===== src/pipeCtrl_settings.svh =====
`ifndef PIPECTRL_SETTINGS_SVH
`define PIPECTRL_SETTINGS_SVH

// word address bits, one address per data word
`define ADDR_WIDTH 8

// data word bits
`define DATA_WIDTH 32

// memory words, covers the full address range
`define MEM_DEPTH 256

`endif


===== src/pipeCtrlPkg.sv =====
`default_nettype none

`include "pipeCtrl_settings.svh"

package pipeCtrlPkg;

    // word address into the shared memory
    typedef logic [`ADDR_WIDTH-1:0] addrT;

    // one memory / instruction word
    typedef logic [`DATA_WIDTH-1:0] wordT;

    // owner of the memory cycle, kept one cycle to steer the response
    typedef enum logic [1:0] {
        GRANT_NONE  = 2'd0,
        GRANT_FETCH = 2'd1,
        GRANT_DATA  = 2'd2
    } grantT;

endpackage

`default_nettype wire


===== src/memArbiter.sv =====
`default_nettype none

module memArbiter
    import pipeCtrlPkg::*;
(
    input  logic clk,
    input  logic rstN,
    // fetch client
    input  logic reqF,
    input  addrT addrF,
    // data client
    input  logic reqD,
    input  logic weD,
    input  addrT addrD,
    input  wordT wdataD,
    // grants back to the clients
    output logic grantF,
    output logic grantD,
    // memory side
    output logic memEn,
    output logic memWe,
    output addrT memAddr,
    output wordT memWdata,
    // response strobes, one cycle after the grant
    output logic rspF,
    output logic rspD
);
    grantT owner;

    // data always wins, fetch takes the leftover cycles
    assign grantD = reqD;
    assign grantF = reqF && !reqD;

    assign memEn    = grantD || grantF;
    assign memWe    = grantD && weD;
    assign memAddr  = grantD ? addrD : addrF;
    // only the data port writes
    assign memWdata = grantD ? wdataD : '0;

    // remember who owns the read coming out next cycle
    always_ff @(posedge clk or negedge rstN) begin
        if (!rstN) begin
            owner <= GRANT_NONE;
        end else if (grantD) begin
            owner <= GRANT_DATA;
        end else if (grantF) begin
            owner <= GRANT_FETCH;
        end else begin
            owner <= GRANT_NONE;
        end
    end

    assign rspF = (owner == GRANT_FETCH);
    assign rspD = (owner == GRANT_DATA);

endmodule

`default_nettype wire


===== config.mk =====
export PLATFORM = sky130hd
export DESIGN_NAME = memArbiter
export DESIGN_NICKNAME = d
export VERILOG_FILES = /design/src/pipeCtrlPkg.sv /design/src/memArbiter.sv
export VERILOG_INCLUDE_DIRS = /design/src /design/src/src
export SDC_FILE = /design/constraint.sdc
export NUM_CORES = 1
export LEC_CHECK = 0
export BUFFER_PORTS_ARGS = -buffer_cell sky130_fd_sc_hd__buf_2
export CAP_MARGIN = 10
export CELL_PAD_IN_SITES_DETAIL_PLACEMENT = 0
export CELL_PAD_IN_SITES_GLOBAL_PLACEMENT = 2
export CORE_ASPECT_RATIO = 1.25
export CORE_UTILIZATION = 10
export DETAILED_ROUTE_END_ITERATION = 6
export GPL_ROUTABILITY_DRIVEN = 0
export PLACE_DENSITY_LB_ADDON = 0.1
export REMOVE_ABC_BUFFERS = 1
export SYNTH_ARGS = -nofsm -noshare
export SYNTH_HDL_FRONTEND = slang
export SYNTH_SLANG_ARGS = --single-unit

===== constraint.sdc =====
create_clock -name clk -period 0.8 [get_ports clk]
set_input_delay 0.04 -clock clk [delete_from_list [all_inputs] [get_ports clk]]
set_output_delay 0.04 -clock clk [all_outputs]
set_load 0.05 [all_outputs]

==> flow_summary.json <==
{
  "core_area_sq_um": 4160,
  "reg_top3": "owner: 2 flops",
  "initialDrtViolationCount": 13,
  "grt_pass1_vias": 766,
  "ir_drop_mv": 0.352,
  "die_area_sq_um": 4690,
  "path_clk_slew_ns": 0.03,
  "path_delay_family": "flip-flops",
  "start_util": 0.106,
  "fillers": 490,
  "pwr-share-comb": 0.674,
  "ant_nets": 0,
  "switchingPower_uw": 709,
  "synth_seq_cells": 2,
  "synth_cell_type_count": 12,
  "ys_warn_count": 0,
  "placedCellCount": 204,
  "diodes": 0,
  "clock_sinks": 2,
  "rows": 26,
  "drc": 0,
  "p_int_uw": 841,
  "finalSetupViolCount": 2,
  "post-cts-setup-buffer-count": 0,
  "critPathLaunchType": "flop",
  "synth.avg_cell_area_sq_um": 8.33,
  "antenna_found_initial": 0,
  "post-route-period-util": 1.16,
  "critPathMaxFanout": 2,
  "rsz0062_at_grt": "yes",
  "switching_share": 0.457,
  "cts-root-buf": "clkbuf_8",
  "cts_tree": "built",
  "wl_microns": 2050,
  "cap_violations": 0,
  "io_buffers": 98,
  "grt_util_all_layers": 0.0876,
  "p_per_area_nw_per_um2": 1230,
  "worstMarginPinSlew_ns": 0.261,
  "instances_no_fill": 210,
  "synth_seq_area_share": 0.113,
  "worst_setup_path_end_kind": "output port",
  "chipHeight_microns": 76.3,
  "crit_chain": "nor2b_1 -> buf_6",
  "final_hold_viol_count": 0,
  "via_per_inst": 3.58,
  "ctsHtreeMaxLevel": 1,
  "synthCells": 53,
  "path_buf_inv": 1,
  "grt_max_degree": 22,
  "layout.nets": 209,
  "cts_buffers": 3,
  "multiInputGateArea_sq_um": 357,
  "grt_pass1_wl_microns": 3190,
  "cts_max_path_buffers": 2,
  "clock.fmax_mhz": 1080,
  "max_stage_delay_ns": 0.36,
  "die_x_microns": 61.4,
  "setup_ws_ns": -0.125,
  "p_leak_uw": 0.000724,
  "dr.pass1.iters": 2,
  "relSlewSlack": 0.827,
  "violations": "negative setup slack",
  "criticalPathCategory": "reg2out",
  "wl_per_cell_microns": 9.78,
  "vias": 751,
  "largest_register_ff_count": 2,
  "cp_slowest_cell": "dfrtp_1",
  "clock_power_share": 0.255,
  "largest-register": "owner",
  "io_pins": 99,
  "syn_to_final_growth_pct": 184,
  "layout_min_cycle_time_ns": 0.925,
  "syn_area_sq_um": 442,
  "drive_gt1_frac": 0.753,
  "seqPwrFrac": 0.071,
  "holdCritPathClass": "in2reg",
  "crit_required_ns": 0.76,
  "grt_overflow_total": 0,
  "finalMaxSlewViolations": 0,
  "worstPathArrival_ns": 0.89,
  "post-route-util": 0.301,
  "status": "finished with violations",
  "seq_area_sq_um": 50.0
}
cell usage in the layout (no fill, tap or decap), types with 2 or more instances in the layout:
| cell | netlist | layout |
|---|---|---|
| buf_12 | 0 | 2 |
| buf_6 | 1 | 9 |
| buf_4 | 1 | 13 |
| nor2b_1 | 2 | 2 |
| clkbuf_8 | 0 | 3 |
| buf_8 | 1 | 4 |
| mux2_4 | 5 | 8 |
| dfrtp_1 | 2 | 2 |
| and2_1 | 32 | 31 |
| buf_2 | 3 | 72 |
stage by stage:
stage	cell area [sq um]	worst slack (ns)	total power, uW	hold slack, ns	setup TNS [ns]
2_1_floorplan	393	-0.290	701	-0.256	-0.580
3_3_place_gp	988	-0.0887	998	-0.174	-0.831
4_1_cts	1220	-0.135	1560	0.102	-0.263
6_report	1250	-0.125	1550	0.109	-0.248
3_5_place_dp	988	-0.0897	998	-0.174	-0.854
5_1_grt	1250	-0.184	1630	0.146	-0.365
cell usage after synthesis:
master    n  area [sq um]
and2_1   32           200
mux2_4    5          75.1
buf_2     3          15.0
mux2_2    3          33.8
dfrtp_1   2          50.1
nor2b_1   2          12.5
and2_2    1          7.51
and2b_1   1          7.51
buf_4     1          7.51
buf_6     1          11.3
buf_8     1          15.0
or2_1     1          6.26
repair_timing:
| action | 4_1_cts | 5_1_grt |
|---|---|---|
| endpoints found under the setup margin | 21 | 15 |
| hold endpoints to repair | 2 | 0 |
| hold buffers | 1 | 0 |
| pin swaps | 0 | 0 |
| gates cloned | 2 | 0 |
| resized for setup | 41 | 12 |
cell type report:
cell class | instances | share of cell area
Clock buffer | 3 | 0.0329
Multi-Input combinational cell | 45 | 0.284
Sequential cell | 2 | 0.0399
Timing Repair Buffer | 104 | 0.587
Tap cell | 56 | 0.0558
power by group through the flow:
stage          logic (uW)  registers, uW  clock network (uW)
2_1_floorplan         591            110                   0
3_3_place_gp          887            110                   0
3_5_place_dp          887            111                   0
4_1_cts              1030            109                 413
5_1_grt              1100            110                 420
6_report             1050            109                 395
logic make-up after synthesis:
logic type    synth area share
simple gates             0.530
mux                      0.246
buf+inv                  0.110
flops                    0.113
worst paths after layout:
| check | slack [ns] | endpoint | startpoint | depth (start not counted) |
|---|---|---|---|---|
| max | -0.13 | rspF | owner[1]$_DFF_PN0_ | 2 |
| min | 0.11 | owner[0]$_DFF_PN0_ | reqF | 2 |
| max in group asynchronous | 0.53 | owner[1]$_DFF_PN0_ | rstN | 2 |
| min in group asynchronous | 0.17 | owner[0]$_DFF_PN0_ | rstN | 2 |
layer usage:
metal | global-route usage | up-vias | wire (microns)
li1 | - | 365 | -
met1 | 0.0696 | 331 | 545
met2 | 0.182 | 55 | 1240
met3 | 0.0340 | 0 | 272
met4 | 0.0200 | 0 | 0
met5 | 0 | - | 0
(Power assumes the default switching activity.)
