**src/hazardUnit.sv**
```systemverilog
`default_nettype none

module hazardUnit (
    input  logic clk,
    input  logic rstN,
    input  logic branchE,
    input  logic iWait,
    input  logic dWait,
    input  logic eWait,
    input  logic branchMisalign,
    input  logic excpW,
    output logic stallF,
    output logic stallF2,
    output logic stallD,
    output logic stallE,
    output logic stallM,
    output logic stallM2,
    output logic flushF2,
    output logic flushI,
    output logic flushD,
    output logic flushE,
    output logic flushM,
    output logic flushW,
    output logic flushQue
);
    // events seen while a fetch was outstanding
    logic excpPend;
    logic branchPend;
    logic misalignPend;
    logic excpPendNxt;
    logic branchPendNxt;
    logic misalignPendNxt;

    // second mem stage is stalled elsewhere, never from here
    assign stallM2 = 1'b0;

    always_ff @(posedge clk or negedge rstN) begin
        if (!rstN) begin
            excpPend     <= 1'b0;
            branchPend   <= 1'b0;
            misalignPend <= 1'b0;
        end else begin
            excpPend     <= excpPendNxt;
            branchPend   <= branchPendNxt;
            misalignPend <= misalignPendNxt;
        end
    end

    always_comb begin
        stallF          = 1'b0;
        stallF2         = 1'b0;
        stallD          = 1'b0;
        stallE          = 1'b0;
        stallM          = 1'b0;
        flushF2         = 1'b0;
        flushI          = 1'b0;
        flushD          = 1'b0;
        flushE          = 1'b0;
        flushM          = 1'b0;
        flushW          = 1'b0;
        flushQue        = 1'b0;
        excpPendNxt     = excpPend;
        branchPendNxt   = branchPend;
        misalignPendNxt = misalignPend;

        // priority: exception, execute, data, fetch, idle
        if (excpW) begin
            flushF2  = 1'b1;
            flushD   = 1'b1;
            flushI   = 1'b1;
            flushE   = 1'b1;
            flushM   = 1'b1;
            flushW   = 1'b1;
            flushQue = 1'b1;
            // fetch still in flight, hold pc and flush decode on return
            if (iWait) begin
                excpPendNxt = 1'b1;
                stallF      = 1'b1;
            end
        end else if (eWait) begin
            stallF  = 1'b1;
            stallF2 = 1'b1;
            stallD  = 1'b1;
            stallE  = 1'b1;
            // bubble into mem unless mem itself is busy
            if (dWait) begin
                stallM = 1'b1;
            end else begin
                flushM = 1'b1;
            end
        end else if (dWait) begin
            stallF  = 1'b1;
            stallF2 = 1'b1;
            stallD  = 1'b1;
            stallE  = 1'b1;
            stallM  = 1'b1;
        end else if (iWait) begin
            stallF = 1'b1;
            flushD = 1'b1;
            if (branchE) begin
                branchPendNxt = 1'b1;
                flushF2       = 1'b1;
                flushI        = 1'b1;
                flushE        = 1'b1;
                flushM        = 1'b1;
                flushQue      = 1'b1;
            end
            if (branchMisalign) begin
                misalignPendNxt = 1'b1;
            end
        end else begin
            // taken branch kills the younger stages
            flushF2  = branchE || branchMisalign;
            flushD   = branchE || branchMisalign;
            flushI   = branchE;
            flushE   = branchE;
            flushM   = branchE;
            flushQue = branchE;
        end

        // late fetch returned, drop the stale instruction once
        if (!iWait && excpPend) begin
            flushD      = 1'b1;
            excpPendNxt = 1'b0;
        end
        if (!iWait && branchPend) begin
            flushD        = 1'b1;
            branchPendNxt = 1'b0;
        end
        if (!iWait && misalignPend) begin
            flushD          = 1'b1;
            misalignPendNxt = 1'b0;
        end
    end

endmodule

`default_nettype wire

```
**config.mk**
```make
export PLATFORM = sky130hd
export DESIGN_NAME = hazardUnit
export DESIGN_NICKNAME = d
export VERILOG_FILES = /design/src/hazardUnit.sv
export SDC_FILE = /design/constraint.sdc
export NUM_CORES = 1
export LEC_CHECK = 0
export BUFFER_PORTS_ARGS = -buffer_cell sky130_fd_sc_hd__clkbuf_2
export CAP_MARGIN = 10
export CORE_AREA = 2 2 39 41
export DETAILED_ROUTE_END_ITERATION = 12
export DIE_AREA = 0 0 41 43
export PLACE_DENSITY = 0.41
export SLEW_MARGIN = 20
export SYNTH_ARGS = -nofsm -noshare
export SYNTH_HDL_FRONTEND = slang
export SYNTH_SLANG_ARGS = --single-unit
export TNS_END_PERCENT = 5
```
**constraint.sdc**
```tcl
create_clock -name clk -period 1.4 [get_ports clk]
set_input_delay 0.28 -clock clk [delete_from_list [all_inputs] [get_ports clk]]
set_output_delay 0.28 -clock clk [all_outputs]
set_load 0.005 [all_outputs]
```
==> metrics.txt <==
# TYPE chip_impl_metric gauge
chip_impl_info{name="outcome",value="finished with violations"} 1
chip_impl_info{name="violations",value="negative setup slack"} 1
chip_impl_metric{name="finalSetupViolations",unit=""} 1
chip_impl_metric{name="syn_area_per_cell",unit="sq um"} 8.05
chip_impl_metric{name="io_buffer_count",unit=""} 19
chip_impl_metric{name="cellPowerDensity",unit="mW/mm^2"} 832
chip_impl_metric{name="routed_wirelength",unit="microns"} 612
chip_impl_metric{name="synth_cells",unit=""} 30
chip_impl_metric{name="grtUsageTotal",unit=""} 0.0785
chip_impl_metric{name="flow.area_growth_from_synthesis",unit="%"} 61.7
chip_impl_info{name="cts_tree",value="done"} 1
chip_impl_metric{name="worstSkewPairLatency",unit="ps"} 220
chip_impl_info{name="largest_cells_by_area_after_synthesis",value="sky130_fd_sc_hd__dfrtp_1 31%, sky130_fd_sc_hd__buf_4 19%, sky130_fd_sc_hd__nor2b_1 7.8%"} 1
chip_impl_metric{name="yosys.area_share.xor_xnor",unit=""} 0
chip_impl_metric{name="mappedNetlistNets",unit=""} 38
chip_impl_metric{name="cts_num_sinks",unit=""} 3
chip_impl_metric{name="multiInputGateArea",unit="sq um"} 126
chip_impl_metric{name="htreeDepth",unit=""} 1
chip_impl_metric{name="antenna_found_initial",unit=""} 0
chip_impl_metric{name="finish.utilization",unit=""} 0.282
chip_impl_metric{name="synth.area.mux_share",unit=""} 0
chip_impl_metric{name="p_leak",unit="nW"} 0.212
chip_impl_metric{name="synth-simple-area-share",unit=""} 0.295
chip_impl_metric{name="diodes",unit=""} 0
chip_impl_metric{name="path_clk_slew",unit="ps"} 40
chip_impl_metric{name="post-synth-top-area-fraction",unit=""} 0.311
chip_impl_metric{name="cts_buffers",unit=""} 3
chip_impl_metric{name="num_rows",unit=""} 14
chip_impl_metric{name="dpl_cell_area",unit="sq um"} 342
chip_impl_metric{name="post-route-drc-count",unit=""} 0
chip_impl_metric{name="grt_pass1_vias",unit=""} 208
chip_impl_info{name="timing.critical_path.max_delay_family",value="simple AND/OR/NAND/NOR gates"} 1
chip_impl_metric{name="maximum_number_of_pins_on_one_net_before_global_route_repair",unit=""} 10
chip_impl_metric{name="yosys_warnings",unit=""} 0
chip_impl_metric{name="final_critical_path_setup_slack",unit="ps"} -123
chip_impl_metric{name="required",unit="ps"} 1120
chip_impl_info{name="crit_path_cell_trace",value="nor3_2, nor2_1, or3_1, clkbuf_2"} 1
chip_impl_info{name="endpoint_kind",value="output pin"} 1
chip_impl_metric{name="per_cell_routed_wire_length",unit="microns"} 8.87
chip_impl_metric{name="layout.filler_cells",unit=""} 154
chip_impl_info{name="worst_hold_path_type",value="input pin to flip-flop"} 1
chip_impl_metric{name="die-area",unit="sq mm"} 0.00176
chip_impl_metric{name="post_drt_via_cell_ratio",unit=""} 3.87
chip_impl_metric{name="vdd_drop_max",unit="mV"} 0.411
chip_impl_metric{name="crit_fanout",unit=""} 2
chip_impl_metric{name="layout-drive-gt1-share",unit=""} 0.566
chip_impl_metric{name="achievable-frequency",unit="GHz"} 0.656
chip_impl_metric{name="timing.final.hold_violations",unit=""} 0
chip_impl_metric{name="final_max_slew_viol_count",unit=""} 0
chip_impl_metric{name="final.period_utilization",unit=""} 1.09
chip_impl_info{name="rsz_0062_raised_after_global_routing",value="true"} 1
chip_impl_metric{name="synth_compound_area_frac",unit=""} 0.192
chip_impl_metric{name="total_power",unit="W"} 0.000325
chip_impl_metric{name="maxCapViolations",unit=""} 0
chip_impl_metric{name="critical_path_buf_inv_count",unit=""} 1
chip_impl_metric{name="grt_pass1_wl",unit="microns"} 883
chip_impl_info{name="yosys.area.top_type",value="sky130_fd_sc_hd__dfrtp_1"} 1
chip_impl_metric{name="cell_area_after_technology_mapping",unit="sq um"} 241
chip_impl_metric{name="1st_iter_drt_viols",unit=""} 1
chip_impl_metric{name="regToRegSetupSlack",unit="ps"} 580
chip_impl_metric{name="synth.yosys.seq_area_share",unit=""} 0.311
chip_impl_metric{name="register_area",unit="sq um"} 75.1
chip_impl_metric{name="top_level_ports",unit=""} 21
chip_impl_metric{name="globalRouteOverflowTotal",unit=""} 0
chip_impl_metric{name="instances_no_fill",unit=""} 69
chip_impl_metric{name="start_util",unit=""} 0.175
chip_impl_metric{name="synth_fa_ha_area_frac",unit=""} 0
chip_impl_info{name="slowest_stage",value="sky130_fd_sc_hd__dfrtp_1"} 1
chip_impl_metric{name="die_h",unit="microns"} 43
chip_impl_metric{name="finish.instance_area",unit="sq um"} 390
chip_impl_metric{name="max_stage_delay",unit="ps"} 380
chip_impl_metric{name="drt_pass1_iterations",unit=""} 2
chip_impl_metric{name="final.min_clock_period",unit="ps"} 1520
chip_impl_metric{name="synth-seq-cells",unit=""} 3
chip_impl_metric{name="antenna_left",unit=""} 0
chip_impl_metric{name="post_synth_num_cell_types",unit=""} 16
chip_impl_metric{name="detailed_place_hpwl",unit="microns"} 478
chip_impl_metric{name="finalClockSkew",unit="ps"} 0
chip_impl_metric{name="place_congestion",unit=""} 0.637
chip_impl_metric{name="detailroute.via_count",unit=""} 267
chip_impl_metric{name="placeableCoreArea",unit="sq mm"} 0.00138
chip_impl_info{name="worst_setup_path_start_kind",value="flip-flop"} 1
chip_impl_info{name="critPathKind",value="flip-flop to output pin"} 1
chip_impl_metric{name="finalNetCount",unit=""} 62
chip_impl_metric{name="max-clock-path-buffers",unit=""} 2
chip_impl_info{name="clk_root_buffer_cell",value="sky130_fd_sc_hd__clkbuf_4"} 1
chip_impl_metric{name="dp_cells",unit=""} 63
chip_impl_info{name="largest_family_of_logic_cells_by_synthesized_area",value="simple AND/OR/NAND/NOR gates"} 1
chip_impl_metric{name="fin_hold_ws",unit="ps"} 366
chip_impl_metric{name="critical_path_arrival",unit="ps"} 1240
chip_impl_metric{name="die_width",unit="microns"} 41
==> final timing paths <==
path,startpoint,endpoint,depth (start not counted)
max reg2reg,misalignPend,misalignPend,3
max,excpPend,flushD,4
min in group asynchronous,rstN,excpPend,2
max in group asynchronous,rstN,misalignPend,2
min reg2reg,excpPend,excpPend,1
min,branchMisalign,misalignPend,3
==> flip-flops by register name (all words and copies together), names as in the netlist <==
name,cells
branchPend,1
excpPend,1
misalignPend,1
==> placed cells by master (no fill, tap or decap) <==
| master | instances |
|---|---|
| sky130_fd_sc_hd__conb_1 | 1 |
| sky130_fd_sc_hd__and2b_2 | 1 |
| sky130_fd_sc_hd__nor3_1 | 1 |
| sky130_fd_sc_hd__nor3_2 | 1 |
| sky130_fd_sc_hd__nor2b_1 | 3 |
| sky130_fd_sc_hd__o31a_1 | 1 |
| sky130_fd_sc_hd__or2_2 | 1 |
| sky130_fd_sc_hd__o21bai_1 | 1 |
| sky130_fd_sc_hd__nand2b_1 | 1 |
| sky130_fd_sc_hd__nor2_1 | 4 |
| sky130_fd_sc_hd__clkbuf_4 | 3 |
| sky130_fd_sc_hd__a21o_1 | 1 |
| sky130_fd_sc_hd__o21ai_0 | 1 |
| sky130_fd_sc_hd__clkbuf_2 | 19 |
| sky130_fd_sc_hd__buf_4 | 5 |
| sky130_fd_sc_hd__or3_1 | 1 |
| sky130_fd_sc_hd__o21a_1 | 1 |
| sky130_fd_sc_hd__dlygate4sd3_1 | 1 |
| sky130_fd_sc_hd__dfrtp_1 | 3 |
| sky130_fd_sc_hd__a21oi_1 | 2 |
| sky130_fd_sc_hd__clkbuf_1 | 1 |
==> power breakdown <==
part / switching [W] / total (W) / internal (W)
Clock: 0.0000406 / 0.000147 / 0.000106
Combinational: 0.0000370 / 0.0000839 / 0.0000469
Sequential: 0.00000269 / 0.0000939 / 0.0000912
Total: 0.0000802 / 0.000325 / 0.000245
==> worst register-to-register path: stages, from the launching register on <==
cell and delay (ps):
sky130_fd_sc_hd__dfrtp_1 380, sky130_fd_sc_hd__buf_4 140, sky130_fd_sc_hd__a21oi_1 120, sky130_fd_sc_hd__nor2b_1 60
==> kinds of logic after synthesis <==
logic type / after synthesis
buffers and inverters: 6
flip-flops: 3
AND/OR/NAND/NOR: 13
AO/OA/AOI/OAI: 7
other: 1
==> routing by layer <==
metal / vias to the layer above / part of all wire / track usage
li1: 140 / - / -
met5: - / 0 / 0
met3: 0 / 0.12 / 0.0471
met2: 17 / 0.39 / 0.0875
met1: 110 / 0.50 / 0.114
met4: 0 / 0 / 0.0400
==> cell usage after synthesis, drive strengths merged <==
cell / n
conb: 1
o21a: 1
nor2: 4
o21ai: 1
or2: 1
a21o: 1
buf: 6
o21bai: 1
a21oi: 2
nand2b: 1
o31a: 1
dfrtp: 3
nor2b: 3
or3: 1
nor3: 2
and2b: 1
==> layout make-up <==
| type | instances | share of cell area |
|---|---|---|
| sequential | 3 | 0.192 |
| tap | 16 | 0.0513 |
| multi-input combinational | 21 | 0.324 |
| clock buffer | 4 | 0.0673 |
| timing repair buffer | 25 | 0.365 |
==> stage by stage <==
| step | setup slack (ps) | setup TNS [ps] |
|---|---|---|
| 6_report | -123 | -123 |
| 3_5_place_dp | 32.3 | 0 |
| 3_3_place_gp | 41.7 | 0 |
| 2_1_floorplan | 202 | 0 |
| 5_1_grt | -178 | -178 |
| 4_1_cts | -129 | -129 |
==> timing repair <==
item                       in CTS  in global routing
buffers inserted                0                  1
hold buffers                    1                  0
hold endpoints to repair        3                  0
gates resized for setup         1                  0
setup endpoints to repair       1                  1
pin swaps                       2                  1
gates cloned                    0                  0
Power figures use the tool's default switching activity.
