## src/pipeCtrl_settings.svh

```systemverilog
`ifndef PIPECTRL_SETTINGS_SVH
`define PIPECTRL_SETTINGS_SVH

// word address bits, one address per data word
`define ADDR_WIDTH 8

// data word bits
`define DATA_WIDTH 32

// memory words, covers the full address range
`define MEM_DEPTH 256

`endif

```

## src/pipeCtrlPkg.sv

```systemverilog
`default_nettype none

`include "pipeCtrl_settings.svh"

package pipeCtrlPkg;

    // word address into the shared memory
    typedef logic [`ADDR_WIDTH-1:0] addrT;

    // one memory / instruction word
    typedef logic [`DATA_WIDTH-1:0] wordT;

    // owner of the memory cycle, kept one cycle to steer the response
    typedef enum logic [1:0] {
        GRANT_NONE  = 2'd0,
        GRANT_FETCH = 2'd1,
        GRANT_DATA  = 2'd2
    } grantT;

endpackage

`default_nettype wire

```

## src/dataPort.sv

```systemverilog
`default_nettype none

module dataPort
    import pipeCtrlPkg::*;
(
    input  logic clk,
    input  logic rstN,
    // pipeline side
    input  logic dataReq,
    input  logic dataWe,
    input  addrT dataAddr,
    input  wordT dataWdata,
    output logic loadValid,
    output wordT loadData,
    output logic doneStore,
    output logic dWait,
    // arbiter side
    output logic reqD,
    output logic weD,
    output addrT addrD,
    output wordT wdataD,
    input  logic grantD,
    input  logic rspD,
    input  wordT rspData
);
    logic pending;
    logic granted;
    logic accept;
    logic weQ;
    addrT addrQ;
    wordT wdataQ;

    // one access at a time
    assign accept = dataReq && !pending;

    always_ff @(posedge clk or negedge rstN) begin
        if (!rstN) begin
            pending <= 1'b0;
            granted <= 1'b0;
        end else if (rspD) begin
            pending <= 1'b0;
            granted <= 1'b0;
        end else if (accept) begin
            pending <= 1'b1;
        end else if (grantD) begin
            granted <= 1'b1;
        end
    end

    // access payload, captured with the strobe
    always_ff @(posedge clk) begin
        if (accept) begin
            weQ    <= dataWe;
            addrQ  <= dataAddr;
            wdataQ <= dataWdata;
        end
    end

    assign reqD   = pending && !granted;
    assign weD    = weQ;
    assign addrD  = addrQ;
    assign wdataD = wdataQ;

    // response split by access kind
    assign dWait     = pending && !rspD;
    assign loadValid = rspD && !weQ;
    assign doneStore = rspD && weQ;
    assign loadData  = rspData;

    assert property (@(posedge clk) disable iff (!rstN) rspD |-> pending);

endmodule

`default_nettype wire

```

## config.mk

```make
export PLATFORM = sky130hd
export DESIGN_NAME = dataPort
export DESIGN_NICKNAME = d
export VERILOG_FILES = /design/src/pipeCtrlPkg.sv /design/src/dataPort.sv
export VERILOG_INCLUDE_DIRS = /design/src /design/src/src
export SDC_FILE = /design/constraint.sdc
export NUM_CORES = 1
export LEC_CHECK = 0
export BUFFER_PORTS_ARGS = -buffer_cell sky130_fd_sc_hd__buf_2
export CAP_MARGIN = 20
export CORE_MARGIN = 10
export CORE_UTILIZATION = 30
export CTS_CLUSTER_DIAMETER = 100
export DETAILED_ROUTE_END_ITERATION = 8
export PLACE_DENSITY = 0.69
export SLEW_MARGIN = 10
export SYNTH_ARGS = -nofsm -noshare
export SYNTH_HDL_FRONTEND = slang
export SYNTH_SLANG_ARGS = --single-unit
export TNS_END_PERCENT = 50
```

## constraint.sdc

```tcl
create_clock -name clk -period 2.7 [get_ports clk]
set_input_delay 0 -clock clk [delete_from_list [all_inputs] [get_ports clk]]
set_output_delay 0 -clock clk [all_outputs]
set_load 0.03 [all_outputs]
```

==> results of run 1 <==
## metal layers
metal	up-vias	GRT usage [%]	share of wire (%)
met3	13	7.91	16
li1	486	-	-
met4	0	2.70	1.4
met1	482	8.63	33
met2	86	15.9	49
met5	-	0	0
## cells in the mapped netlist
| cell | n | area, µm² |
|---|---|---|
| sky130_fd_sc_hd__nor2b_1 | 3 | 18.8 |
| sky130_fd_sc_hd__nand2b_1 | 1 | 6.26 |
| sky130_fd_sc_hd__nor2_1 | 2 | 7.51 |
| sky130_fd_sc_hd__o22ai_1 | 1 | 6.26 |
| sky130_fd_sc_hd__buf_4 | 32 | 240 |
| sky130_fd_sc_hd__dfrtp_1 | 2 | 50.1 |
| sky130_fd_sc_hd__nor2b_2 | 1 | 8.76 |
| sky130_fd_sc_hd__inv_1 | 1 | 3.75 |
| sky130_fd_sc_hd__edfxtp_1 | 41 | 1230 |
| sky130_fd_sc_hd__and2_1 | 1 | 6.26 |
## state kept, by name (all words and copies together) (netlist names)
signal   flops
pending      1
wdataD      32
granted      1
addrD        8
weD          1
## metrics by stage
stage	hold WS, ps	area [µm²]	setup WS (ps)
after global placement	-212	1900	1210
final	0.0116	2480	1190
after global routing	0.0477	2480	1090
after detailed placement	-211	1900	1150
after CTS	0.205	2480	1150
after floorplan	-296	1580	785
## layout by cell type (no fill, tap or decap), drive strengths merged
cell and instances:
o22ai 1, nand2b 1, nor2b 4, dlygate4sd3 45, and2 1, bufinv 2, nor2 2, buf 91
edfxtp 41, inv 1, clkbuf 6, dfrtp 2
## cell type report
cell class / instances / area share [%]
clock buffer: 6 / 2.92
clock inverter: 2 / 2.42
tap: 70 / 3.52
sequential: 43 / 51.6
multi-input combinational: 9 / 2.37
inverter: 1 / 0.151
timing repair buffer: 136 / 37.1
## worst max path at each step
stage,from,endpoint,slack (ps),cells after the start
2_1_floorplan,pending,addrD[0],780,1
3_3_place_gp,pending,wdataD[13],1210,2
3_5_place_dp,pending,addrD[3],1150,2
4_1_cts,pending,wdataD[28],1150,2
5_1_grt,pending,wdataD[21],1090,2
6_report,pending,wdataD[14],1190,2
## power groups by stage
stage / clock, µW / sequential (µW) / combinational [µW]
3_3_place_gp: 0 / 798 / 173
3_5_place_dp: 0 / 799 / 176
6_report: 574 / 784 / 224
4_1_cts: 595 / 784 / 227
2_1_floorplan: 0 / 870 / 114
5_1_grt: 628 / 788 / 240
## cells by family after synthesis
group / count (synthesis) / share of synthesized area (%)
buffers and inverters: 33 / 15.5
and+or+nand+nor: 8 / 3.01
AOI/OAI and AO/OA: 1 / 0.396
DFF: 43 / 81.1
## worst max-delay path: cells and delay by family, from the launching register on
kind	cells	cell delay [ps]
flops	1	430
buf+inv	1	250
simple gates	1	530
## timing repair
action                                  4_1_cts  5_1_grt
endpoints found under the setup margin        0        0
hold endpoints to repair                     45        0
hold buffers                                 45        0
setup buffers                                 0        0
==> out/qor.csv, run 1 <==
metric;value;unit
status;completed;
DRT iter0 DRCs;32;
maximum buffer depth of the clock tree;2;
total congestion overflow;0;
share of total power in the clock network;36.3;%
count of port buffers added during placement;90;
post-synthesis sequential element count;43;
post-placement cell count;214;
cell chain of the critical path;nor2b_4 > buf_12;
cell internal pwr;1240;µW
Max rail drop VDD;0.341;mV
boundary pin count;155;
number of global-route vias before repair;1253;
synthesized net count;163;
clock network latency to the later pin of the worst-skew pair;280;ps
leakage power;0.00106;µW
1st-pass router iterations;2;
die outline area;8570;µm²
total detailed-routing wirelength;4.23;mm
cells on worst reg2reg path;2;
Final Slew Violations;0;
start of the worst register-to-register path;pending;
Yosys cell types;10;
fraction of the cycle the final worst path needs;55.9;%
final clock skew;2.81;ps
worst min-delay path startpoint;rspData[16];
Total Routing Usage GR;9.54;%
Relative slew margins;58.1;%
post-synthesis cell area;1580;µm²
power dissipated by switching net loads;341;µW
power density over cell area;637;nW/µm²
number of nets with antenna violations after routing;0;
pin count of the biggest net entering global routing;23;
critical path arrival;1500;ps
min-delay worst type;in -> out;
Final Power;1580;µW
Post-Route Utilization;48.7;%
final weighted congestion in routability-driven placement;0.681;
proportion of power drawn by flip-flops and latches;49.5;%
clock transition at the registers of the reported paths;80;ps
CP max-delay cell;sky130_fd_sc_hd__nor2b_4;
Fmax;663;MHz
Resize count post-CTS;0;
CTS Buf Count;5;
cell count of the worst hold path;0;
Yosys warning total;0;
level count of the clock H-tree;2;
number of failing setup endpoints in the final timing report;0;
Die H;92.6;µm
Total Neg Setup Slack;0;ps
Initial Util;30.9;%
clock tree from TritonCTS;yes;
via count normalized by instance count;4.00;
global-route wire length before repair;6.38;mm
part of the total power dissipated in combinational logic;14.2;%
Area Overhead vs Synth;57.4;%
setup slack of the worst register-to-register path;1190;ps
Mapped Avg Cell Area;18.6;µm²
via count;1067;
hold worst-path end;loadData[16];
data required time at the worst endpoint;2700;ps
CTS root buf;sky130_fd_sc_hd__clkbuf_8;
post-layout instance count excluding filler cells;267;
number of failing hold endpoints at the final stage;0;
fraction of final layout cells sized beyond drive strength 1;50.3;%
number of remaining DRC errors;0;
actual slew at the worst max-slew pin;627;ps
standard cell core area;5110;µm²
CP max stage delay;530;ps
maxcap violations;0;
total area of multi-input combinational cells;58.8;µm²
Net Sw Frac;21.6;%
Horiz. Die Dim;92.6;µm
time the worst path needs with I/O delays and setup;1510;ps
unrepaired setup endpoints after global routing;no;
total area of sequential cells;1280;µm²
Worst Setup End Kind;flop;
number of standard-cell rows in the floorplan;26;
number of fill cells in the layout;443;
kind of critical path;reg -> reg;
TritonCTS Sinks;43;
post-synthesis cell count;85;
number of diodes;0;
Critical Path Source Type;flop;
FF-to-FF End;wdataD[14];
Worst Path Max Fanout;22;
antenna violations before repair;0;
register area share after synthesis;81.1;%
routed len/inst;15.8;µm
Total Nets Final;274;
(Power assumes the default switching activity.)
==> run 2: changes to the inputs <==
ABC_AREA = 1   (was not set)
clock period = 1.5 ns   (was 2.7 ns; I/O delays follow)
==> out/qor.csv, run 2 <==
metric;value;unit
status;completed;
Total Routing Usage GR;9.97;%
Worst Setup SP;pending;
pin count of the biggest net entering global routing;23;
standard cell core area;5110;µm²
level count of the clock H-tree;2;
fraction of final layout cells sized beyond drive strength 1;51.2;%
Post-CTS Setup Bufs;0;
Mapped Avg Cell Area;18.0;µm²
xor/xnor cell area share of the yosys netlist;0;%
via count;1088;
Worst Setup End Kind;flop;
post-synthesis sequential element count;43;
total detailed-routing wirelength;4.30;mm
mux share of post-synthesis cell area;0;%
number of fill cells in the layout;463;
area leader, netlist;sky130_fd_sc_hd__edfxtp_1;
number of diodes;0;
boundary pin count;155;
unrepaired setup endpoints after global routing;no;
Initial Util;31.1;%
leading cell types in the layout, fill and taps excluded;90 x sky130_fd_sc_hd__buf_2, 45 x sky130_fd_sc_hd__dlygate4sd3_1, 41 x sky130_fd_sc_hd__edfxtp_1;
top_reg_cell synth;sky130_fd_sc_hd__edfxtp_1;
worst min-delay path startpoint;rspData[20];
Fmax;762;MHz
simple logic cell fraction of the synthesized area;2.05;%
global-route wire length before repair;6.65;mm
min-delay worst type;in -> out;
leakage power;0.00106;µW
Resize count post-CTS;0;
CTS Buf Count;5;
final weighted congestion in routability-driven placement;0.686;
die outline area;8600;µm²
Total Nets Final;278;
Die H;92.7;µm
clock transition at the registers of the reported paths;80;ps
largest family of logic cells by synthesized area;buffers and inverters;
number of standard-cell rows in the floorplan;26;
time the worst path needs with I/O delays and setup;1310;ps
via count normalized by instance count;4.01;
post-synthesis cell count;88;
number of nets with antenna violations after routing;0;
largest cells by area after synthesis;sky130_fd_sc_hd__edfxtp_1 78%, sky130_fd_sc_hd__buf_4 15%, sky130_fd_sc_hd__dfrtp_1 3.2%;
HPWL after detailed placement;3.21;mm
max FFs per register;32;
CTS root buf;sky130_fd_sc_hd__clkbuf_8;
Final Slew Violations;0;
asr flop ratio synth;4.65;%
synthesized net count;166;
clock network latency to the later pin of the worst-skew pair;280;ps
routed len/inst;15.9;µm
count of port buffers added during placement;90;
DRT iter0 DRCs;17;
maxcap violations;0;
critical path arrival;1480;ps
fraction of the mapped netlist area in compound gates;0.868;%
kind of critical path;reg -> reg;
Total Neg Setup Slack;0;ps
commonest non-fill, non-tap cell in the layout;sky130_fd_sc_hd__buf_2;
Yosys cell types;11;
data required time at the worst endpoint;1670;ps
Synth top cells by count;41 x sky130_fd_sc_hd__edfxtp_1, 32 x sky130_fd_sc_hd__buf_4, 4 x sky130_fd_sc_hd__inv_1;
Area Overhead vs Synth;54.3;%
Critical Path Source Type;flop;
fraction of the cycle the final worst path needs;87.5;%
start of the worst register-to-register path;pending;
Horiz. Die Dim;92.7;µm
final clock skew;4.76;ps
adder-cell share of the synthesized area;0;%
1st-pass router iterations;4;
number of flops mapped to enable cells by yosys;41;
register area share after synthesis;80.8;%
Final Power;2540;µW
count leader, synth;sky130_fd_sc_hd__edfxtp_1;
maximum buffer depth of the clock tree;2;
number of failing hold endpoints at the final stage;0;
TritonCTS Sinks;43;
number of global-route vias before repair;1292;
post-synthesis cell area;1590;µm²
Yosys warning total;0;
Worst Path Max Fanout;4;
number of remaining DRC errors;0;
Relative slew margins;84.3;%
actual slew at the worst max-slew pin;235;ps
Max rail drop VDD;0.649;mV
antenna violations before repair;0;
area share of the largest cell type after synthesis;77.6;%
number of failing setup endpoints in the final timing report;0;
clock tree from TritonCTS;yes;
total congestion overflow;0;
power density over cell area;1040;nW/µm²
==> run 2: logic make-up (layout without fill, tap and decap cells) <==
family,after synthesis,count (layout)
flip-flops,43,43
AO/OA/AOI/OAI,2,2
buffers and inverters,37,150
AND/OR/NAND/NOR,6,6
==> run 2: layout make-up <==
type | instances | area, µm² | share of cell area [%]
clock buffers | 7 | 76.3 | 3.12
clock inverters | 1 | 5.00 | 0.204
well taps | 70 | 87.6 | 3.58
flip-flops and latches | 43 | 1280 | 52.4
multi-input cells | 8 | 46.3 | 1.89
inverters | 5 | 22.5 | 0.920
repair buffers | 137 | 928 | 37.9
==> run 2: what timing repair did <==
item	in CTS	in global routing
endpoints found under the setup margin	0	0
hold endpoints to repair	45	0
hold buffers	45	0
==> run 2: stage by stage <==
step	setup slack [ps]	utilization (%)	hold slack [ps]	area [µm²]	std cells
final	187	47.9	0.0132	2450	271
after global routing	123	47.9	0.0482	2450	271
after CTS	203	47.9	0.205	2450	271
after detailed placement	298	37.5	-210	1920	218
after global placement	320	37.5	-213	1920	218
after floorplan	104	-	-296	1590	88
==> run 2: critical path: stages, from the launching register on <==
cell and delay (ps):
sky130_fd_sc_hd__dfrtp_1 380, sky130_fd_sc_hd__inv_2 90, sky130_fd_sc_hd__nand2_4 70, sky130_fd_sc_hd__nand2_2 60
sky130_fd_sc_hd__a21oi_2 40, sky130_fd_sc_hd__dlygate4sd3_1 550
==> run 2: routing by layer <==
metal,GRT usage (%),up-vias,part of all wire [%]
li1,-,493,-
met2,17.9,76,54
met1,8.40,507,31
met3,7.10,12,14
met4,3.60,0,1.6
met5,0,-,0
==> run 2: final timing paths <==
path,to,slack (ps),depth (start not counted)
setup / recovery,granted,190,5
max in group asynchronous,granted,1360,2
setup reg to reg,granted,190,5
min in group asynchronous,pending,40,2
hold reg to reg,pending,580,3
hold / removal,loadData[20],0.01,0
==> run 2: power breakdown <==
| part | total, µW | internal, µW | switching (µW) |
|---|---|---|---|
| clock network | 674 | 326 | 347 |
| logic | 444 | 183 | 260 |
| registers | 1420 | 1400 | 17.9 |
