<file path="src/pipeCtrl_settings.svh">
`ifndef PIPECTRL_SETTINGS_SVH
`define PIPECTRL_SETTINGS_SVH

// word address bits, one address per data word
`define ADDR_WIDTH 8

// data word bits
`define DATA_WIDTH 32

// memory words, covers the full address range
`define MEM_DEPTH 256

`endif

</file>
<file path="src/pipeCtrlPkg.sv">
`default_nettype none

`include "pipeCtrl_settings.svh"

package pipeCtrlPkg;

    // word address into the shared memory
    typedef logic [`ADDR_WIDTH-1:0] addrT;

    // one memory / instruction word
    typedef logic [`DATA_WIDTH-1:0] wordT;

    // owner of the memory cycle, kept one cycle to steer the response
    typedef enum logic [1:0] {
        GRANT_NONE  = 2'd0,
        GRANT_FETCH = 2'd1,
        GRANT_DATA  = 2'd2
    } grantT;

endpackage

`default_nettype wire

</file>
<file path="src/fetchPort.sv">
`default_nettype none

module fetchPort
    import pipeCtrlPkg::*;
(
    input  logic clk,
    input  logic rstN,
    // pipeline side
    input  logic fetchReq,
    input  addrT fetchAddr,
    output logic instrValid,
    output wordT instr,
    output logic iWait,
    // arbiter side
    output logic reqF,
    output addrT addrF,
    input  logic grantF,
    input  logic rspF,
    input  wordT rspData
);
    logic pending;
    logic granted;
    logic accept;
    addrT addrQ;

    // new strobes are dropped while a read is open
    assign accept = fetchReq && !pending;

    always_ff @(posedge clk or negedge rstN) begin
        if (!rstN) begin
            pending <= 1'b0;
            granted <= 1'b0;
        end else if (rspF) begin
            pending <= 1'b0;
            granted <= 1'b0;
        end else if (accept) begin
            pending <= 1'b1;
        end else if (grantF) begin
            granted <= 1'b1;
        end
    end

    always_ff @(posedge clk) begin
        if (accept) begin
            addrQ <= fetchAddr;
        end
    end

    // request held until the arbiter takes it
    assign reqF  = pending && !granted;
    assign addrF = addrQ;

    // wait drops in the return cycle
    assign iWait      = pending && !rspF;
    assign instrValid = rspF;
    assign instr      = rspData;

    assert property (@(posedge clk) disable iff (!rstN) rspF |-> pending);

endmodule

`default_nettype wire

</file>
<file path="config.mk">
export PLATFORM = sky130hd
export DESIGN_NAME = fetchPort
export DESIGN_NICKNAME = d
export VERILOG_FILES = /design/src/pipeCtrlPkg.sv /design/src/fetchPort.sv
export VERILOG_INCLUDE_DIRS = /design/src /design/src/src
export SDC_FILE = /design/constraint.sdc
export NUM_CORES = 1
export LEC_CHECK = 0
export ABC_AREA = 0
export BUFFER_PORTS_ARGS = -buffer_cell sky130_fd_sc_hd__buf_4
export CORE_AREA = 5 5 52 54
export CTS_CLUSTER_DIAMETER = 100
export DETAILED_ROUTE_END_ITERATION = 16
export DIE_AREA = 0 0 57 59
export PLACE_DENSITY = 0.76
export SETUP_SLACK_MARGIN = 0.4
export SLEW_MARGIN = 20
export SYNTH_ARGS = -nofsm -noshare
export SYNTH_HDL_FRONTEND = slang
export SYNTH_SLANG_ARGS = --single-unit
</file>
<file path="constraint.sdc">
create_clock -name clk -period 1.4 [get_ports clk]
set_clock_uncertainty 0.15 [all_clocks]
set_input_delay 0.42 -clock clk [delete_from_list [all_inputs] [get_ports clk]]
set_output_delay 0.42 -clock clk [all_outputs]
set_load 0.01 [all_outputs]
</file>
==> metrics.yaml, run 1 <==
cp-end-kind: "output port"
diodes: 0
coreArea_mm2: 0.00217
crit_slowest_cell: "dfrtp_1"
min_period_over_period_pct: 111
drc: 0
max_slew_margin_pct: 88.7
grt_pass1_wl_um: 1670
ys_seq_area_share_pct: 48.5
gp_congestion: 0.647
vias: 317
yosysTopAreaCell: "buf_4"
place_inst: 71
wl_per_cell_um: 13.3
power_density_mw_per_mm2: 999
tightest_slew_ps: 170
cts_buffers: 3
synth_area_per_cell_um2: 11.7
cts.sinks: 10
dr.pass1.iters: 3
violations: "setup timing"
die_h_um: 59
post-place-ws_ps: -4.15
start_kind: "register"
hold_ws_ps: 181
synthTopCellsByArea: "buf_4, edfxtp_1, dfrtp_1"
path_cells: "and2b_2 > buf_6"
peakVddDrop_mv: 0.432
initial_core_util_pct: 27.6
syn_area_um2: 598
maxCapViolations: 0
worstSetupPathType: "register to output port"
wirelength_um: 1080
area_delta_synth_final_pct: 22.2
cp.arrival_ps: 980
cts.path.max_buffers: 2
worst_slack_ps: -151
syn_inst: 51
seq_area_um2: 290
dpl-instance-area_um2: 573
fin_util_pct: 33.7
drtIter0Drc: 7
hold_path_class: "input port to register"
design.die.area_mm2: 0.00336
mostFrequentLayoutCell: "buf_6"
cts_tree: "built"
required_ps: 830
insertion_delay_ps: 260
layout.nets: 99
ant_nets: 0
grt_start_max_net_pins: 7
rsz0062_at_grt: "yes"
overflow: 0
pin_count: 88
path_clk_slew_ps: 70
fin_cells: 81
mostFrequentLayoutCells: "buf_6, buf_4, edfxtp_1"
path_max_fanout: 3
ys_ff_latch: 10
hpwlAfterDp_um: 786
drv_slew: 0
setup_violations: 10
synth_top_area_share_pct: 41.4
root_buffer: "clkbuf_4"
syn_nets: 96
leakagePower_nw: 0.326
vias_per_cell: 3.91
hold_violations: 0
layout-drive-gt1-share_pct: 71.7
rows: 17
gr-usage-all-layers_pct: 7.12
antenna_found_initial: 0
synth_cell_types: 10
portBuffers: 23
max_freq_ghz: 0.645
cts-htree-levels: 1
max_stage_delay_ps: 400
fin_crit_ps: 1550
grt_pass1_vias: 363
multi_input_area_um2: 77.6
layout.filler_cells: 231
outcome: "finished, violations left"
ys_warn_count: 0
final_area_um2: 731
die_w_um: 57
## where the power goes
group	leakage [nW]	switching (mW)	total, mW	internal, mW
sequential	0.101	0.00762	0.350	0.342
combinational	0.203	0.0460	0.132	0.0857
clock	0.0210	0.0908	0.248	0.157
total	0.326	0.144	0.730	0.585
## what timing repair did
action	in CTS	in global routing
hold buffers	1	0
endpoints found under the hold margin	2	0
gates cloned	1	0
buffers inserted	4	0
endpoints found under the setup margin	20	21
gates resized for setup	17	2
## layer usage
metal	part of all wire, %	global-route usage [%]
met4	1.6	6.62
met2	44	11.3
met3	19	4.36
met1	35	6.23
met5	0	0
## area by class of cell
cell class	count	area share (%)
well taps	28	4.79
multi-input cells	8	10.6
flip-flops and latches	10	39.7
clock buffers	4	4.97
inverters	1	0.514
repair buffers	30	39.4
## flip-flops by register name (all words and copies together), names as in the netlist
register / cells
addrF: 8
granted: 1
pending: 1
## logic make-up (layout without fill, tap and decap cells)
group | Yosys count | count (layout) | synth area share, %
buffers and inverters | 34 | 35 | 42.1
DFF | 10 | 10 | 48.5
and+or+nand+nor | 6 | 7 | 7.32
AOI/OAI and AO/OA | 1 | 1 | 2.09
## cells in the mapped netlist
master / count
buf_4: 33
edfxtp_1: 8
dfrtp_1: 2
nor2_1: 2
and2b_1: 1
and2b_2: 1
inv_1: 1
nand2b_1: 1
nor2b_4: 1
o22ai_2: 1
## critical path, delay by kind of cell (launching register included)
| kind | cells | cell delay (ps) |
|---|---|---|
| and+or+nand+nor | 1 | 210 |
| DFF | 1 | 400 |
| buffers and inverters | 1 | 120 |
## path summary, 6_finish.rpt
kind | start | to | slack [ps] | depth (start not counted)
worst max-delay path | pending$_DFFE_PN0P_ | iWait | -150 | 2
worst min-delay path | fetchAddr[2] | addrF[2]$_DFFE_PP_ | 180 | 1
worst max register to register | pending$_DFFE_PN0P_ | addrF[5]$_DFFE_PP_ | -100 | 5
worst min register to register | granted$_DFFE_PN0P_ | granted$_DFFE_PN0P_ | 390 | 2
max in group asynchronous | rstN | pending$_DFFE_PN0P_ | 680 | 2
min in group asynchronous | rstN | granted$_DFFE_PN0P_ | 330 | 2
## stage by stage
stage	power, mW	setup TNS, ps
2_1_floorplan	0.510	0
3_3_place_gp	0.444	-2.61
3_5_place_dp	0.448	-4.15
4_1_cts	0.737	-962
5_1_grt	0.777	-1430
6_report	0.730	-940
Note: power is estimated with default switching activity, not from simulation.
==> run 2, diff against run 1 <==
Clock period 1.4 ns to 1.64 ns, I/O delays scaled along.
==> run 2 against run 1 <==
Against the previous run:
- the run now ends clean
- register-to-register slack better by 470 ps
- routed wire length decreased by 12%
- combinational power is 33% lower
- design area decreased by 11%
- setup slack gained 170 ps
- worst hold slack better by 57 ps
- largest cell class unchanged
- highest routed layer unchanged
==> metrics.yaml, run 2 (synthesis gave the netlist of run 1 again) <==
max_slew_margin_pct: 82.4
coreArea_mm2: 0.00217
layout-drive-gt1-share_pct: 66.0
required_ps: 1000
hold_path_class: "input port to register"
setup_tns_ps: 0
hold_violations: 0
max_freq_ghz: 0.615
drv_slew: 0
path_max_fanout: 3
cts-htree-levels: 1
wirelength_um: 945
met1_usage_pct: 4.92
grt_pass1_vias: 319
min_period_over_period_pct: 99.1
outcome: "complete, no violations"
crit_slowest_cell: "dfrtp_2"
leakagePower_nw: 0.283
grt_start_max_net_pins: 10
post-place-ws_ps: 47.8
worstSetupPathType: "register to output port"
die_h_um: 59
cts.path.max_buffers: 2
insertion_delay_ps: 250
path_delay_family: "flip-flops"
grt_busiest_layer: "met2"
pin_count: 88
vias: 276
portBuffers: 23
setup_violations: 0
design.die.area_mm2: 0.00336
path_clk_slew_ps: 70
fin_crit_ps: 1630
wl_per_cell_um: 12.6
cts.sinks: 10
die_w_um: 57
root_buffer: "clkbuf_4"
gr-usage-met3_pct: 5.23
rsz0062_at_grt: "yes"
vias_per_cell: 3.68
drc: 0
seq_area_um2: 292
mostFrequentLayoutCell: "buf_4"
hold_ws_ps: 238
path_buf_inv: 1
gr-usage-all-layers_pct: 5.57
antenna_found_initial: 0
mostFrequentLayoutCells: "buf_4, buf_6, edfxtp_1"
peakVddDrop_mv: 0.307
worst_slack_ps: 14.9
fin_util_pct: 30.0
path_cells: "and2b_2 > buf_6"
tightest_slew_ps: 263
cts_tree: "built"
grtUsageMet2_pct: 8.65
start_kind: "register"
max_stage_delay_ps: 410
power_density_mw_per_mm2: 852
diodes: 0
drtIter0Drc: 3
initial_core_util_pct: 27.6
multi_input_area_um2: 56.3
cts_buffers: 3
layout.filler_cells: 220
largest_reg_flops: 8
layout.nets: 93
maxCapViolations: 0
gp_congestion: 0.595
area_delta_synth_final_pct: 9.00
cp.arrival_ps: 980
dr.pass1.iters: 2
rows: 17
ant_nets: 0
grt_pass1_wl_um: 1440
overflow: 0
cp-end-kind: "output port"
## run 2: cell count changes in the layout (fill, tap and decap cells not counted)
cell	previous run	this run
clkinv_1	0	1
nor2_1	1	2
buf_6	16	11
dfrtp_1	2	1
buf_8	0	1
clkbuf_8	1	0
nor2_4	1	0
nor2b_4	2	1
buf_4	13	12
dfrtp_2	0	1
## run 2: worst register-to-register path, cell delays in order (launching register included)
cell and delay (ps):
dfrtp_2 410, buf_4 150, nor2b_4 250
## run 2: report_power, final
group	internal [mW]	total, mW	switching [mW]	leakage (nW)
sequential	0.292	0.299	0.00664	0.100
clock	0.0876	0.168	0.0803	0.0154
combinational	0.0580	0.0887	0.0308	0.167
## run 2: through the flow
stage | instance area (um^2) | total power, mW | instances
final | 652 | 0.556 | 75
after CTS | 643 | 0.564 | 74
after global routing | 652 | 0.589 | 75
after detailed placement | 558 | 0.377 | 69
after global placement | 558 | 0.375 | 69
after floorplan | 722 | 0.435 | 51
## run 2: final cells by class
cell class / instances / share of cell area [%]
Sequential cell: 10 / 44.7
Clock inverter: 1 / 0.576
Multi-Input combinational cell: 7 / 8.64
Clock buffer: 3 / 3.45
Tap cell: 28 / 5.37
Timing Repair Buffer: 25 / 36.7
Inverter: 1 / 0.576
## run 2: repair_timing
item,4_1_cts,5_1_grt
setup endpoints to repair,11,11
pin swaps,0,1
endpoints found under the hold margin,2,0
hold buffers,1,0
buffers inserted,0,1
resized for setup,13,1
## run 2: layer usage
layer  vias to the layer above  wire length, um
li1                        122                -
met3                         4              170
met2                        33              438
met4                         0               10
met5                         -                0
met1                       117              324
## run 2: path summary, 6_finish.rpt
check,end,slack [ps],depth (start not counted),startpoint
min in group asynchronous,pending$_DFFE_PN0P_,400,2,rstN
hold / removal,pending$_DFFE_PN0P_,240,2,rspF
setup reg to reg,addrF[3]$_DFFE_PP_,370,2,pending$_DFFE_PN0P_
hold reg to reg,granted$_DFFE_PN0P_,390,2,granted$_DFFE_PN0P_
max in group asynchronous,pending$_DFFE_PN0P_,840,2,rstN
setup / recovery,iWait,10,2,pending$_DFFE_PN0P_
==> run 3, diff against run 2 <==
Settings changed: CORE_AREA 5 5 52 54 to 5 5 51 53, CTS_BUF_LIST set to sky130_fd_sc_hd__clkbuf_2, DIE_AREA 0 0 57 59 to 0 0 56 58, PLACE_DENSITY 0.76 to 0.79.
==> run 3 against run 2 <==
Against the previous run:
- power shrank 1.9%
- cell count rose by 5.3%
- critical path depth unchanged
- setup slack worse by 9.3 ps
- first-iteration DRC count shrank 100%
- global-route usage is 0.96 points higher
- routed wire length increased by 23%
- utilization is 2.4 points higher
- combinational power increased by 16%
- sequential share of layout area fell by 2.2 points
- largest power group unchanged
==> metrics.yaml, run 3 (synthesis gave the netlist of run 1 again) <==
wl_per_cell_um: 14.7
area_delta_synth_final_pct: 14.2
outcome: "complete, no violations"
worstSetupPathType: "register to output port"
die_w_um: 56
largest_reg_flops: 8
min_period_over_period_pct: 99.7
gr-usage-all-layers_pct: 6.53
root_buffer: "clkbuf_2"
rows: 17
max_freq_ghz: 0.612
diodes: 0
grt_start_max_net_pins: 10
path_clk_slew_ps: 110
power_density_mw_per_mm2: 798
initial_core_util_pct: 28.4
antenna_found_initial: 0
grt_pass1_wl_um: 1490
coreArea_mm2: 0.00211
gp_congestion: 0.730
pin_count: 88
vias: 315
path_cells: "and2b_2 > buf_6"
grt_pass1_vias: 304
required_ps: 1000
mostFrequentLayoutCell: "buf_4"
maxCapViolations: 0
ant_nets: 0
fin_crit_ps: 1630
dr.pass1.iters: 1
hold_path_class: "input port to register"
hold_ws_ps: 209
layout.filler_cells: 220
design.die.area_mm2: 0.00325
mostFrequentLayoutCells: "buf_4, buf_6, edfxtp_1"
die_h_um: 58
cp-end-kind: "output port"
drtIter0Drc: 0
portBuffers: 23
leakagePower_nw: 0.307
power_mw: 0.545
rsz0062_at_grt: "yes"
peakVddDrop_mv: 0.347
drv_slew: 0
layout.nets: 97
vias_per_cell: 3.99
layout-drive-gt1-share_pct: 66.7
setup_violations: 0
drc: 0
hold_violations: 0
path_max_fanout: 3
cts_tree: "built"
start_kind: "register"
max_slew_margin_pct: 88.4
cts_buffers: 3
crit_slowest_cell: "dfrtp_1"
max_stage_delay_ps: 410
cp.arrival_ps: 990
insertion_delay_ps: 260
wirelength_um: 1160
cts-htree-levels: 1
fin_util_pct: 32.4
setup_tns_ps: 0
cts.path.max_buffers: 2
overflow: 0
tightest_slew_ps: 174
cts.sinks: 10
-- run 3: changes by cell type in the layout (fill, tap and decap cells not counted), sizes merged --
cell / change
buf: +3
nor2b: +1
-- run 3: cell type report --
type	count	area [um^2]	share of cell area (%)
Clock buffer	3	15.0	2.20
Tap cell	28	35.0	5.13
Multi-Input combinational cell	8	70.1	10.3
Timing Repair Buffer	28	265	38.8
Sequential cell	10	290	42.5
Clock inverter	1	3.75	0.549
Inverter	1	3.75	0.549
-- run 3: timing repair --
action,in CTS,in global routing
setup buffers,1,3
hold buffers,1,0
cloned,0,1
endpoints found under the setup margin,11,19
gates resized for setup,13,2
endpoints found under the hold margin,2,0
-- run 3: worst max-delay path: cells and delay by family (launching register included) --
kind	cells	cell delay (ps)
buffers and inverters	1	120
and+or+nand+nor	1	200
DFF	1	410
-- run 3: through the flow --
step	instance area, um^2	setup slack [ps]	std cells
2_1_floorplan	722	294	51
3_3_place_gp	558	65.3	69
3_5_place_dp	558	54.8	69
4_1_cts	643	-17.6	75
5_1_grt	683	-62.7	79
6_report	683	5.58	79
-- run 3: final timing paths --
path / startpoint / end / slack, ps / cells past startpoint
setup / recovery: pending$_DFFE_PN0P_ / iWait / 6 / 2
hold / removal: rspF / pending$_DFFE_PN0P_ / 210 / 2
setup reg to reg: pending$_DFFE_PN0P_ / addrF[6]$_DFFE_PP_ / 340 / 3
hold reg to reg: granted$_DFFE_PN0P_ / granted$_DFFE_PN0P_ / 500 / 3
max in group asynchronous: rstN / pending$_DFFE_PN0P_ / 870 / 2
min in group asynchronous: rstN / granted$_DFFE_PN0P_ / 390 / 2
-- run 3: where the power goes --
part	internal, mW	switching (mW)
Sequential	0.292	0.00661
Clock	0.0530	0.0901
Combinational	0.0676	0.0359
Total	0.412	0.133
-- run 3: routing by layer --
layer | vias to the layer above | track usage [%] | routed length [um] | part of all wire [%]
met3 | 2 | 9.35 | 278 | 24
met2 | 37 | 9.85 | 535 | 46
met5 | - | 0 | 0 | 0
met1 | 145 | 3.80 | 346 | 30
met4 | 0 | 3.73 | 2 | 0.17
li1 | 131 | - | - | -
